`src/logic/panel_params.svh`:
```
// panel geometry macros shared by the packages, the engines and the testbench.
`ifndef PANEL_PARAMS_SVH
`define PANEL_PARAMS_SVH

// number of pixel columns on the panel.
`define PANEL_WIDTH 64

// number of pixel rows on the panel.
`define PANEL_HEIGHT 32

// colour bytes stored per pixel, first byte on the wire is the top byte.
`define BYTES_PER_PIXEL 3

`endif

```
`src/logic/panel_geom_pkg.sv`:
```
// framebuffer address and colour types, plus the colour byte selector.
`include "panel_params.svh"

package panel_geom_pkg;

    // address fields of one framebuffer byte.
    typedef logic [$clog2(`PANEL_WIDTH)-1:0] column_t;
    typedef logic [$clog2(`PANEL_HEIGHT)-1:0] row_t;
    typedef logic [$clog2(`BYTES_PER_PIXEL)-1:0] pixel_sel_t;

    // one colour, first received byte sits in the top byte.
    typedef logic [`BYTES_PER_PIXEL*8-1:0] color_t;

    // byte number sel of a colour, counted from the first received byte.
    function automatic logic [7:0] color_byte(color_t color, pixel_sel_t sel);
        int idx;
        idx = `BYTES_PER_PIXEL - 1 - int'(sel);
        return color[idx*8 +: 8];
    endfunction

endpackage

```
`src/logic/panel_cmd_pkg.sv`:
```
// command opcodes, engine selector and payload lengths of the host stream.
`include "panel_params.svh"

package panel_cmd_pkg;

    typedef enum logic [7:0] {
        OP_FILL_PANEL = 8'd1,
        OP_SET_PIXEL  = 8'd2
    } opcode_t;

    // which command engine owns a command.
    typedef enum logic {
        ENG_FILL = 1'b0,
        ENG_SET  = 1'b1
    } engine_t;

    // payload bytes after each opcode.
    localparam int FILL_PANEL_PAYLOAD = `BYTES_PER_PIXEL;
    localparam int SET_PIXEL_PAYLOAD = 2 + `BYTES_PER_PIXEL; // column, row, colour.

endpackage

```
`src/logic/cmd_dispatch.sv`:
```
// opcode decoder that routes payload bytes to an engine and records command order.
`timescale 1ns/1ns

module cmd_dispatch (
    input  logic                   clk,
    input  logic                   reset,
    input  logic                   in_valid,
    input  logic [7:0]             in_data,
    output logic                   in_ready,
    output logic                   fill_valid,
    input  logic                   fill_ready,
    input  logic                   fill_payload_last,
    output logic                   set_valid,
    input  logic                   set_ready,
    input  logic                   set_payload_last,
    output logic                   order_push,
    output panel_cmd_pkg::engine_t order_engine
);
    typedef enum logic {
        ST_OPCODE,
        ST_PAYLOAD
    } state_t;

    state_t                 state;
    panel_cmd_pkg::engine_t sel;
    logic                   known_op;
    logic                   op_ready;
    logic                   sel_last;

    // decode the byte on in_data as an opcode.
    always_comb begin
        known_op = 1'b1;
        op_ready = 1'b1; // junk bytes are always taken.
        order_engine = panel_cmd_pkg::ENG_FILL;
        case (in_data)
            panel_cmd_pkg::OP_FILL_PANEL: begin
                op_ready = fill_ready;
            end
            panel_cmd_pkg::OP_SET_PIXEL: begin
                order_engine = panel_cmd_pkg::ENG_SET;
                op_ready = set_ready;
            end
            default: begin
                known_op = 1'b0;
            end
        endcase
    end

    // a known opcode waits until its engine is free again.
    assign order_push = (state == ST_OPCODE) && in_valid && known_op && op_ready;

    assign in_ready = (state == ST_OPCODE) ? op_ready :
                      (sel == panel_cmd_pkg::ENG_FILL) ? fill_ready : set_ready;

    assign fill_valid = in_valid && (state == ST_PAYLOAD) && (sel == panel_cmd_pkg::ENG_FILL);
    assign set_valid = in_valid && (state == ST_PAYLOAD) && (sel == panel_cmd_pkg::ENG_SET);

    assign sel_last = (sel == panel_cmd_pkg::ENG_FILL) ? fill_payload_last : set_payload_last;

    always_ff @(posedge clk) begin
        if (reset) begin
            state <= ST_OPCODE;
            sel <= panel_cmd_pkg::ENG_FILL;
        end else begin
            case (state)
                ST_OPCODE: begin
                    if (order_push) begin
                        state <= ST_PAYLOAD;
                        sel <= order_engine;
                    end
                end
                default: begin
                    if (sel_last) state <= ST_OPCODE; // engine saw its final byte.
                end
            endcase
        end
    end

endmodule

```
`src/logic/cmd_fill_panel.sv`:
```
// fill-panel engine that captures one colour and writes it to every pixel byte.
`timescale 1ns/1ns
`include "panel_params.svh"

module cmd_fill_panel (
    input  logic                     clk,
    input  logic                     reset,
    input  logic                     byte_valid,
    input  logic [7:0]               byte_data,
    output logic                     byte_ready,
    output logic                     payload_last,
    output logic                     req_valid,
    input  logic                     req_ready,
    output panel_geom_pkg::row_t       row,
    output panel_geom_pkg::column_t    column,
    output panel_geom_pkg::pixel_sel_t pixel,
    output logic [7:0]               data,
    output logic                     cmd_end
);
    localparam int CAP_W = $clog2(panel_cmd_pkg::FILL_PANEL_PAYLOAD);

    typedef enum logic [1:0] {
        ST_CAPTURE,
        ST_RUN,
        ST_DONE
    } state_t;

    state_t                 state;
    logic [CAP_W-1:0]       cap_cnt;
    panel_geom_pkg::color_t color;
    logic                   byte_take;
    logic                   write_take;
    logic                   last_pixel;
    logic                   last_column;
    logic                   last_row;

    assign byte_ready = (state == ST_CAPTURE);
    assign byte_take = byte_valid && byte_ready;
    assign payload_last = byte_take &&
                          (cap_cnt == CAP_W'(panel_cmd_pkg::FILL_PANEL_PAYLOAD - 1));

    assign req_valid = (state == ST_RUN);
    assign write_take = req_valid && req_ready;
    assign data = panel_geom_pkg::color_byte(color, pixel);

    assign last_pixel = (pixel == panel_geom_pkg::pixel_sel_t'(`BYTES_PER_PIXEL - 1));
    assign last_column = (column == panel_geom_pkg::column_t'(`PANEL_WIDTH - 1));
    assign last_row = (row == panel_geom_pkg::row_t'(`PANEL_HEIGHT - 1));
    assign cmd_end = write_take && last_pixel && last_column && last_row;

    // colour bytes shift in from the bottom, so the first one ends on top.
    always_ff @(posedge clk) begin
        if (byte_take) color <= {color[$bits(color)-9:0], byte_data};
    end

    always_ff @(posedge clk) begin
        if (reset) begin
            state <= ST_CAPTURE;
            cap_cnt <= '0;
            row <= '0;
            column <= '0;
            pixel <= '0;
        end else begin
            case (state)
                ST_CAPTURE: begin
                    if (payload_last) begin
                        state <= ST_RUN;
                        row <= '0;
                        column <= '0;
                        pixel <= '0;
                    end else if (byte_take) begin
                        cap_cnt <= cap_cnt + 1'b1;
                    end
                end
                ST_RUN: begin
                    // byte fastest, then column, then row.
                    if (write_take) begin
                        if (!last_pixel) begin
                            pixel <= pixel + 1'b1;
                        end else begin
                            pixel <= '0;
                            if (!last_column) begin
                                column <= column + 1'b1;
                            end else begin
                                column <= '0;
                                row <= row + 1'b1;
                            end
                        end
                        if (cmd_end) state <= ST_DONE;
                    end
                end
                default: begin
                    state <= ST_CAPTURE;
                    cap_cnt <= '0; // ready for the next colour.
                end
            endcase
        end
    end

endmodule

```
`src/logic/cmd_set_pixel.sv`:
```
// set-pixel engine that captures column, row and colour and writes one pixel.
`timescale 1ns/1ns
`include "panel_params.svh"

module cmd_set_pixel (
    input  logic                     clk,
    input  logic                     reset,
    input  logic                     byte_valid,
    input  logic [7:0]               byte_data,
    output logic                     byte_ready,
    output logic                     payload_last,
    output logic                     req_valid,
    input  logic                     req_ready,
    output panel_geom_pkg::row_t       row,
    output panel_geom_pkg::column_t    column,
    output panel_geom_pkg::pixel_sel_t pixel,
    output logic [7:0]               data,
    output logic                     cmd_end
);
    localparam int CAP_W = $clog2(panel_cmd_pkg::SET_PIXEL_PAYLOAD);

    typedef enum logic [1:0] {
        ST_CAPTURE,
        ST_WRITE,
        ST_SKIP
    } state_t;

    state_t                 state;
    logic [CAP_W-1:0]       cap_cnt;
    logic [7:0]             col_byte;
    logic [7:0]             row_byte;
    panel_geom_pkg::color_t color;
    logic                   byte_take;
    logic                   in_range;
    logic                   last_pixel;

    assign byte_ready = (state == ST_CAPTURE);
    assign byte_take = byte_valid && byte_ready;
    assign payload_last = byte_take &&
                          (cap_cnt == CAP_W'(panel_cmd_pkg::SET_PIXEL_PAYLOAD - 1));

    // coordinate bytes are already stored when the last colour byte arrives.
    assign in_range = (col_byte < `PANEL_WIDTH) && (row_byte < `PANEL_HEIGHT);

    assign column = panel_geom_pkg::column_t'(col_byte);
    assign row = panel_geom_pkg::row_t'(row_byte);
    assign data = panel_geom_pkg::color_byte(color, pixel);

    assign req_valid = (state == ST_WRITE);
    assign last_pixel = (pixel == panel_geom_pkg::pixel_sel_t'(`BYTES_PER_PIXEL - 1));
    assign cmd_end = (state == ST_SKIP) || (req_valid && req_ready && last_pixel);

    always_ff @(posedge clk) begin
        if (byte_take) begin
            case (cap_cnt)
                CAP_W'(0): col_byte <= byte_data;
                CAP_W'(1): row_byte <= byte_data;
                default: color <= {color[$bits(color)-9:0], byte_data};
            endcase
        end
    end

    always_ff @(posedge clk) begin
        if (reset) begin
            state <= ST_CAPTURE;
            cap_cnt <= '0;
            pixel <= '0;
        end else begin
            case (state)
                ST_CAPTURE: begin
                    if (payload_last) begin
                        state <= in_range ? ST_WRITE : ST_SKIP;
                        cap_cnt <= '0;
                        pixel <= '0;
                    end else if (byte_take) begin
                        cap_cnt <= cap_cnt + 1'b1;
                    end
                end
                ST_WRITE: begin
                    if (req_valid && req_ready) begin
                        pixel <= pixel + 1'b1;
                        if (last_pixel) state <= ST_CAPTURE;
                    end
                end
                default: state <= ST_CAPTURE; // off-panel pixel, nothing written.
            endcase
        end
    end

endmodule

```
`src/logic/fb_write_arbiter.sv`:
```
// framebuffer write arbiter that grants the engines in command order.
`timescale 1ns/1ns

module fb_write_arbiter (
    input  logic                       clk,
    input  logic                       reset,
    input  logic                       order_push,
    input  panel_cmd_pkg::engine_t     order_engine,
    input  logic                       fill_req_valid,
    output logic                       fill_req_ready,
    input  panel_geom_pkg::row_t       fill_row,
    input  panel_geom_pkg::column_t    fill_column,
    input  panel_geom_pkg::pixel_sel_t fill_pixel,
    input  logic [7:0]                 fill_data,
    input  logic                       fill_cmd_end,
    input  logic                       set_req_valid,
    output logic                       set_req_ready,
    input  panel_geom_pkg::row_t       set_row,
    input  panel_geom_pkg::column_t    set_column,
    input  panel_geom_pkg::pixel_sel_t set_pixel,
    input  logic [7:0]                 set_data,
    input  logic                       set_cmd_end,
    output logic                       wr_valid,
    input  logic                       wr_ready,
    output panel_geom_pkg::row_t       wr_row,
    output panel_geom_pkg::column_t    wr_column,
    output panel_geom_pkg::pixel_sel_t wr_pixel,
    output logic [7:0]                 wr_data,
    output logic                       busy
);
    // two-entry order record, slot 0 is the head.
    logic                   valid0, valid1;
    panel_cmd_pkg::engine_t eng0, eng1;
    logic                   head_fill;
    logic                   head_end, tail_end;
    logic                   keep0, keep1;

    assign head_fill = (eng0 == panel_cmd_pkg::ENG_FILL);
    assign head_end = valid0 && (head_fill ? fill_cmd_end : set_cmd_end);
    // an off-panel set-pixel may finish while still queued behind a fill.
    assign tail_end = valid1 && ((eng1 == panel_cmd_pkg::ENG_FILL) ? fill_cmd_end : set_cmd_end);
    assign keep0 = valid0 && !head_end;
    assign keep1 = valid1 && !tail_end;

    assign wr_valid = valid0 && (head_fill ? fill_req_valid : set_req_valid);
    assign wr_row = head_fill ? fill_row : set_row;
    assign wr_column = head_fill ? fill_column : set_column;
    assign wr_pixel = head_fill ? fill_pixel : set_pixel;
    assign wr_data = head_fill ? fill_data : set_data;
    assign fill_req_ready = valid0 && head_fill && wr_ready;
    assign set_req_ready = valid0 && !head_fill && wr_ready;
    assign busy = valid0;

    always_ff @(posedge clk) begin
        if (reset) begin
            valid0 <= 1'b0;
            valid1 <= 1'b0;
            eng0 <= panel_cmd_pkg::ENG_FILL;
            eng1 <= panel_cmd_pkg::ENG_FILL;
        end else if (keep0) begin
            valid1 <= keep1 || order_push;
            if (!keep1) eng1 <= order_engine;
        end else begin
            // head leaves, the tail moves up and a push lands behind it.
            valid0 <= keep1 || order_push;
            eng0 <= keep1 ? eng1 : order_engine;
            valid1 <= keep1 && order_push;
            eng1 <= order_engine;
        end
    end

endmodule

```
`src/logic/panel_ctrl_top.sv`:
```
// top level of the LED panel command path, dispatcher, two engines and write arbiter.
`timescale 1ns/1ns

module panel_ctrl_top (
    input  logic                       clk,
    input  logic                       reset,
    input  logic                       in_valid,
    input  logic [7:0]                 in_data,
    output logic                       in_ready,
    output logic                       wr_valid,
    input  logic                       wr_ready,
    output panel_geom_pkg::row_t       wr_row,
    output panel_geom_pkg::column_t    wr_column,
    output panel_geom_pkg::pixel_sel_t wr_pixel,
    output logic [7:0]                 wr_data,
    output logic                       busy
);
    logic                       fill_valid, fill_ready, fill_payload_last;
    logic                       set_valid, set_ready, set_payload_last;
    logic                       order_push;
    panel_cmd_pkg::engine_t     order_engine;
    logic                       fill_req_valid, fill_req_ready, fill_cmd_end;
    panel_geom_pkg::row_t       fill_row;
    panel_geom_pkg::column_t    fill_column;
    panel_geom_pkg::pixel_sel_t fill_pixel;
    logic [7:0]                 fill_data;
    logic                       set_req_valid, set_req_ready, set_cmd_end;
    panel_geom_pkg::row_t       set_row;
    panel_geom_pkg::column_t    set_column;
    panel_geom_pkg::pixel_sel_t set_pixel;
    logic [7:0]                 set_data;

    cmd_dispatch cmd_dispatch_inst (
        .clk(clk), .reset(reset),
        .in_valid(in_valid), .in_data(in_data), .in_ready(in_ready),
        .fill_valid(fill_valid), .fill_ready(fill_ready),
        .fill_payload_last(fill_payload_last),
        .set_valid(set_valid), .set_ready(set_ready), .set_payload_last(set_payload_last),
        .order_push(order_push), .order_engine(order_engine)
    );

    cmd_fill_panel cmd_fill_panel_inst (
        .clk(clk), .reset(reset),
        .byte_valid(fill_valid), .byte_data(in_data), .byte_ready(fill_ready),
        .payload_last(fill_payload_last),
        .req_valid(fill_req_valid), .req_ready(fill_req_ready),
        .row(fill_row), .column(fill_column), .pixel(fill_pixel), .data(fill_data),
        .cmd_end(fill_cmd_end)
    );

    cmd_set_pixel cmd_set_pixel_inst (
        .clk(clk), .reset(reset),
        .byte_valid(set_valid), .byte_data(in_data), .byte_ready(set_ready),
        .payload_last(set_payload_last),
        .req_valid(set_req_valid), .req_ready(set_req_ready),
        .row(set_row), .column(set_column), .pixel(set_pixel), .data(set_data),
        .cmd_end(set_cmd_end)
    );

    fb_write_arbiter fb_write_arbiter_inst (
        .clk(clk), .reset(reset),
        .order_push(order_push), .order_engine(order_engine),
        .fill_req_valid(fill_req_valid), .fill_req_ready(fill_req_ready),
        .fill_row(fill_row), .fill_column(fill_column), .fill_pixel(fill_pixel),
        .fill_data(fill_data), .fill_cmd_end(fill_cmd_end),
        .set_req_valid(set_req_valid), .set_req_ready(set_req_ready),
        .set_row(set_row), .set_column(set_column), .set_pixel(set_pixel),
        .set_data(set_data), .set_cmd_end(set_cmd_end),
        .wr_valid(wr_valid), .wr_ready(wr_ready),
        .wr_row(wr_row), .wr_column(wr_column), .wr_pixel(wr_pixel), .wr_data(wr_data),
        .busy(busy)
    );

endmodule

```
`config.mk`:
```
export PLATFORM = sky130hd
export DESIGN_NAME = panel_ctrl_top
export DESIGN_NICKNAME = d
export VERILOG_FILES = /design/src/logic/panel_geom_pkg.sv /design/src/logic/panel_cmd_pkg.sv /design/src/logic/cmd_dispatch.sv /design/src/logic/cmd_fill_panel.sv /design/src/logic/cmd_set_pixel.sv /design/src/logic/fb_write_arbiter.sv /design/src/logic/panel_ctrl_top.sv
export VERILOG_INCLUDE_DIRS = /design/src /design/src/logic
export SDC_FILE = /design/constraint.sdc
export NUM_CORES = 1
export LEC_CHECK = 0
export ABC_CLOCK_PERIOD_IN_PS = 2700
export BUFFER_PORTS_ARGS = -buffer_cell sky130_fd_sc_hd__buf_2
export CAP_MARGIN = 10
export CORE_MARGIN = 2
export CORE_UTILIZATION = 54
export DETAILED_ROUTE_END_ITERATION = 7
export PLACE_DENSITY = 0.82
export SYNTH_ARGS = -nofsm -noshare
export SYNTH_HDL_FRONTEND = slang
export SYNTH_SLANG_ARGS = --single-unit
```
`constraint.sdc`:
```
create_clock -name clk -period 2.7 [get_ports clk]
set_clock_uncertainty 0.1 [all_clocks]
set_input_delay 0.54 -clock clk [delete_from_list [all_inputs] [get_ports clk]]
set_output_delay 0.54 -clock clk [all_outputs]
set_load 0.02 [all_outputs]
```
==> impl_metrics.tcl <==
set metrics [dict create \
    design_area_um2 4930 \
    drive_gt1_share_pct 23.5 \
    synth_compound_area_share_pct 12.2 \
    worst_pin_slew_ns 0.557 \
    ys_warn_count 0 \
    antenna_found_initial 0 \
    yosysTopAreaCell "edfxtp_1" \
    drc 0 \
    first_pass_iters 5 \
    root_buffer "clkbuf_8" \
    num_antenna_cells 0 \
    grt_usage_pct 22.1 \
    setup_viol 0 \
    core_um2 7730 \
    leakagePower_nw 1.79 \
    dp_cells 507 \
    ctsHtreeMaxLevel 3 \
    routedWlPerCell_um 17.6 \
    yosysSeqAreaShare_pct 58.5 \
    synth_top_area_share_pct 44.6 \
    vdd.ir_drop.worst_uv 298 \
    final_cells 524 \
    hold_violations 0 \
    power_frac_seq_pct 64.2 \
    rows 32 \
    synth_top_family_by_area "simple AND/OR/NAND/NOR gates" \
    ys_seq_elements 94 \
    maxSlewViolCount 0 \
    tns_ns 0 \
    synth_nets 399 \
    synthArstFlopShare_pct 0 \
    cts.path.max_buffers 2 \
    netlist_instances 374 \
    final_nets 442 \
    min_period_over_period_pct 96.8 \
    syn_area_um2 4310 \
    power_frac_clock_pct 34.0 \
    slew_headroom_pct 62.9 \
    ys_types 57 \
    port-buffer-count 35 \
    numCtsBuffers 9 \
    cts_tree "yes" \
    synthAdderAreaFrac_pct 3.77 \
    finalWeightedCongestion 0.832 \
    place_ws_ns 0.263 \
    critPathArrivalTime_ns 1.97 \
    synth_edf_count 64 \
    min_period_ns 2.61 \
    placed_area_um2 4700 \
    intPower_mw 1.87 \
    drtIter0Drc 269 \
    fmax_ghz 0.383 \
    holdPathStages 1 \
    grt_max_degree 27 \
    synthXorXnorAreaFrac_pct 0.406 \
    die-area_um2 8720 \
    path_clk_slew_ns 0.09 \
    rsz0062_at_grt "false" \
    ioPinCount 36 \
    grt-ovfl-total 0 \
    area_growth_pct 14.4 \
    routed_wl_mm 9.22 \
    start_util_pct 55.8 \
    synth-simple-area-share_pct 15.5 \
    pwr-share-comb_pct 1.8 \
    syn_area_per_cell_um2 11.5 \
    clkLatencyLatePin_ns 0.35 \
    setup_ws_ns 0.0870 \
    die_y_um 93.4 \
    die_w_um 93.4 \
    p_switching_uw 504 \
    crit_required_ns 2.06 \
    sw_frac_of_total_pct 21.2 \
    power_density_nw_per_um2 482 \
    vias 3154 \
    cp_max_fo 11 \
    end_kind "primary output" \
    reg2regPathDepth 7 \
    dp_hpwl_mm 6.38 \
    worst_setup_path_start_kind "register" \
    grt_pass1_vias 2962 \
    synth_mux_area_share_pct 6.79 \
    synth.area.top_cells "edfxtp_1 45%, dfxtp_1 14%, a21oi_1 4.2%, mux2i_1 4.2%, ha_1 3.8%" \
    clkSinkCount 94 \
    maxCapViolations 0 \
    outcome "completed" \
    ys.flop_type "edfxtp_1" \
    hold_path.class "input port to register" \
    crit_type "register to primary output" \
    ant_nets 0 \
    via_per_inst 6.02 \
    grt_pass1_wl_mm 14.7 \
    postCtsHoldBufs 0 \
]
[cells in the final DEF, fill, tap and decap left out, drive strengths merged, types with 2 or more instances in the layout]
master,Yosys,routed
a21oi,36,36
a22oi,2,2
a31oi,2,2
and2,3,3
and3,5,5
and4b,2,2
and4bb,2,2
buf,2,51
clkbuf,17,11
clkinv,0,2
clkinvlp,0,3
dfxtp,30,30
edfxtp,64,64
ha,13,13
inv,11,11
mux2,10,10
mux2i,18,18
nand2,14,14
nand2b,6,6
nand3,13,13
nand4,6,6
nor2,34,34
nor2b,5,5
nor3,7,7
nor3b,4,4
nor4b,3,3
o211ai,2,2
o21a,2,2
o21ai,13,13
o22ai,11,11
o311ai,2,2
o31ai,3,3
or2,3,3
or3,3,3
or3b,2,2
or4,4,4
xnor2,2,2
[state kept, by name, indices dropped and copies added (netlist names), 3 cells and up]
name	flops
cmd_fill_panel_inst.color	24
cmd_set_pixel_inst.color	24
cmd_set_pixel_inst.col_byte	8
cmd_set_pixel_inst.row_byte	8
cmd_fill_panel_inst.column	6
cmd_fill_panel_inst.row	5
cmd_set_pixel_inst.cap_cnt	3
[critical path, cell delays in order, from the launching register on]
cell     delay, ns
dfxtp_2       0.35
inv_1         0.07
ha_1          0.31
buf_8         0.17
mux2i_1       0.20
nor2_1        0.07
a21oi_1       0.17
o22ai_2       0.10
buf_4         0.18
[cell usage after synthesis, types with 2 or more instances]
cell type and n:
nor3_1 7, or4_1 4, o211ai_1 2, a21oi_1 36, nand3_1 13, nand4_1 6, nand2_1 14, nor2_1 34
and4bb_2 2, nand2b_1 6, a31oi_1 2, and4b_1 2, xnor2_1 2, nor3b_1 4, dfxtp_1 30, o31ai_1 3
or3_1 3, and2_1 3, o311ai_0 2, mux2i_1 18, o22ai_1 11, or2_2 2, clkbuf_1 16, o21a_1 2
inv_1 11, o21ai_0 13, ha_1 13, mux2_2 10, nor2b_1 5, a22oi_1 2, nor4b_1 3, and3_1 5
edfxtp_1 64
[worst paths after layout]
path | end | from | slack (ns)
setup / recovery | wr_data[4] | cmd_set_pixel_inst.pixel[0]$_SDFFE_PP0P_ | 0.09
hold / removal | cmd_set_pixel_inst.col_byte[5]$_DFFE_PP_ | in_data[5] | 0.35
setup reg to reg | cmd_fill_panel_inst.column[3]$_SDFFE_PP0P_ | cmd_fill_panel_inst.cap_cnt[0]$_SDFFE_PP0P_ | 0.64
hold reg to reg | cmd_fill_panel_inst.color[9]$_DFFE_PP_ | cmd_fill_panel_inst.color[1]$_DFFE_PP_ | 0.36
[per-stage QoR]
stage / util [%] / total power, mW / hold slack (ns)
2_1_floorplan: - / 1.58 / 0.326
3_3_place_gp: 60.8 / 1.60 / 0.326
3_5_place_dp: 60.8 / 1.60 / 0.337
4_1_cts: 63.2 / 2.39 / 0.333
5_1_grt: 63.8 / 2.45 / 0.331
6_report: 63.8 / 2.38 / 0.350
[power groups by stage]
stage | clock, mW | sequential (mW) | combinational [mW]
5_1_grt | 0.877 | 1.53 | 0.0470
6_report | 0.808 | 1.53 | 0.0436
3_5_place_dp | 0 | 1.56 | 0.0429
3_3_place_gp | 0 | 1.56 | 0.0422
4_1_cts | 0.825 | 1.53 | 0.0433
2_1_floorplan | 0 | 1.56 | 0.0172
[area by class of cell]
type,instances,area [µm²]
Fill cell,595,2790
Sequential cell,94,2520
Multi-Input combinational cell,250,1750
Timing Repair Buffer,51,320
Clock buffer,11,131
Tap cell,102,128
Inverter,11,41.3
Clock inverter,5,36.3
[what timing repair did]
| action | in CTS | in global routing |
|---|---|---|
| endpoints found under the setup margin | 6 | 8 |
| setup buffers | 0 | 1 |
| gates resized for setup | 3 | 14 |
| gates cloned | 0 | 0 |
[cell families after synthesis]
family                     count (synthesis)
and+or+nand+nor                          121
DFF                                       94
AOI/OAI and AO/OA                         86
buffers and inverters                     30
muxes                                     28
adders and majority gates                 13
xor gates and xnor gates                   2
[metal layers]
| layer | vias to the layer above | wire, µm | GRT usage [%] |
|---|---|---|---|
| met4 | 0 | 136 | 6.74 |
| li1 | 1497 | - | - |
| met3 | 12 | 660 | 5.56 |
| met5 | - | 0 | 0 |
| met2 | 133 | 4440 | 35.1 |
| met1 | 1512 | 3980 | 30.0 |
Note: power is estimated with default switching activity, not from simulation.
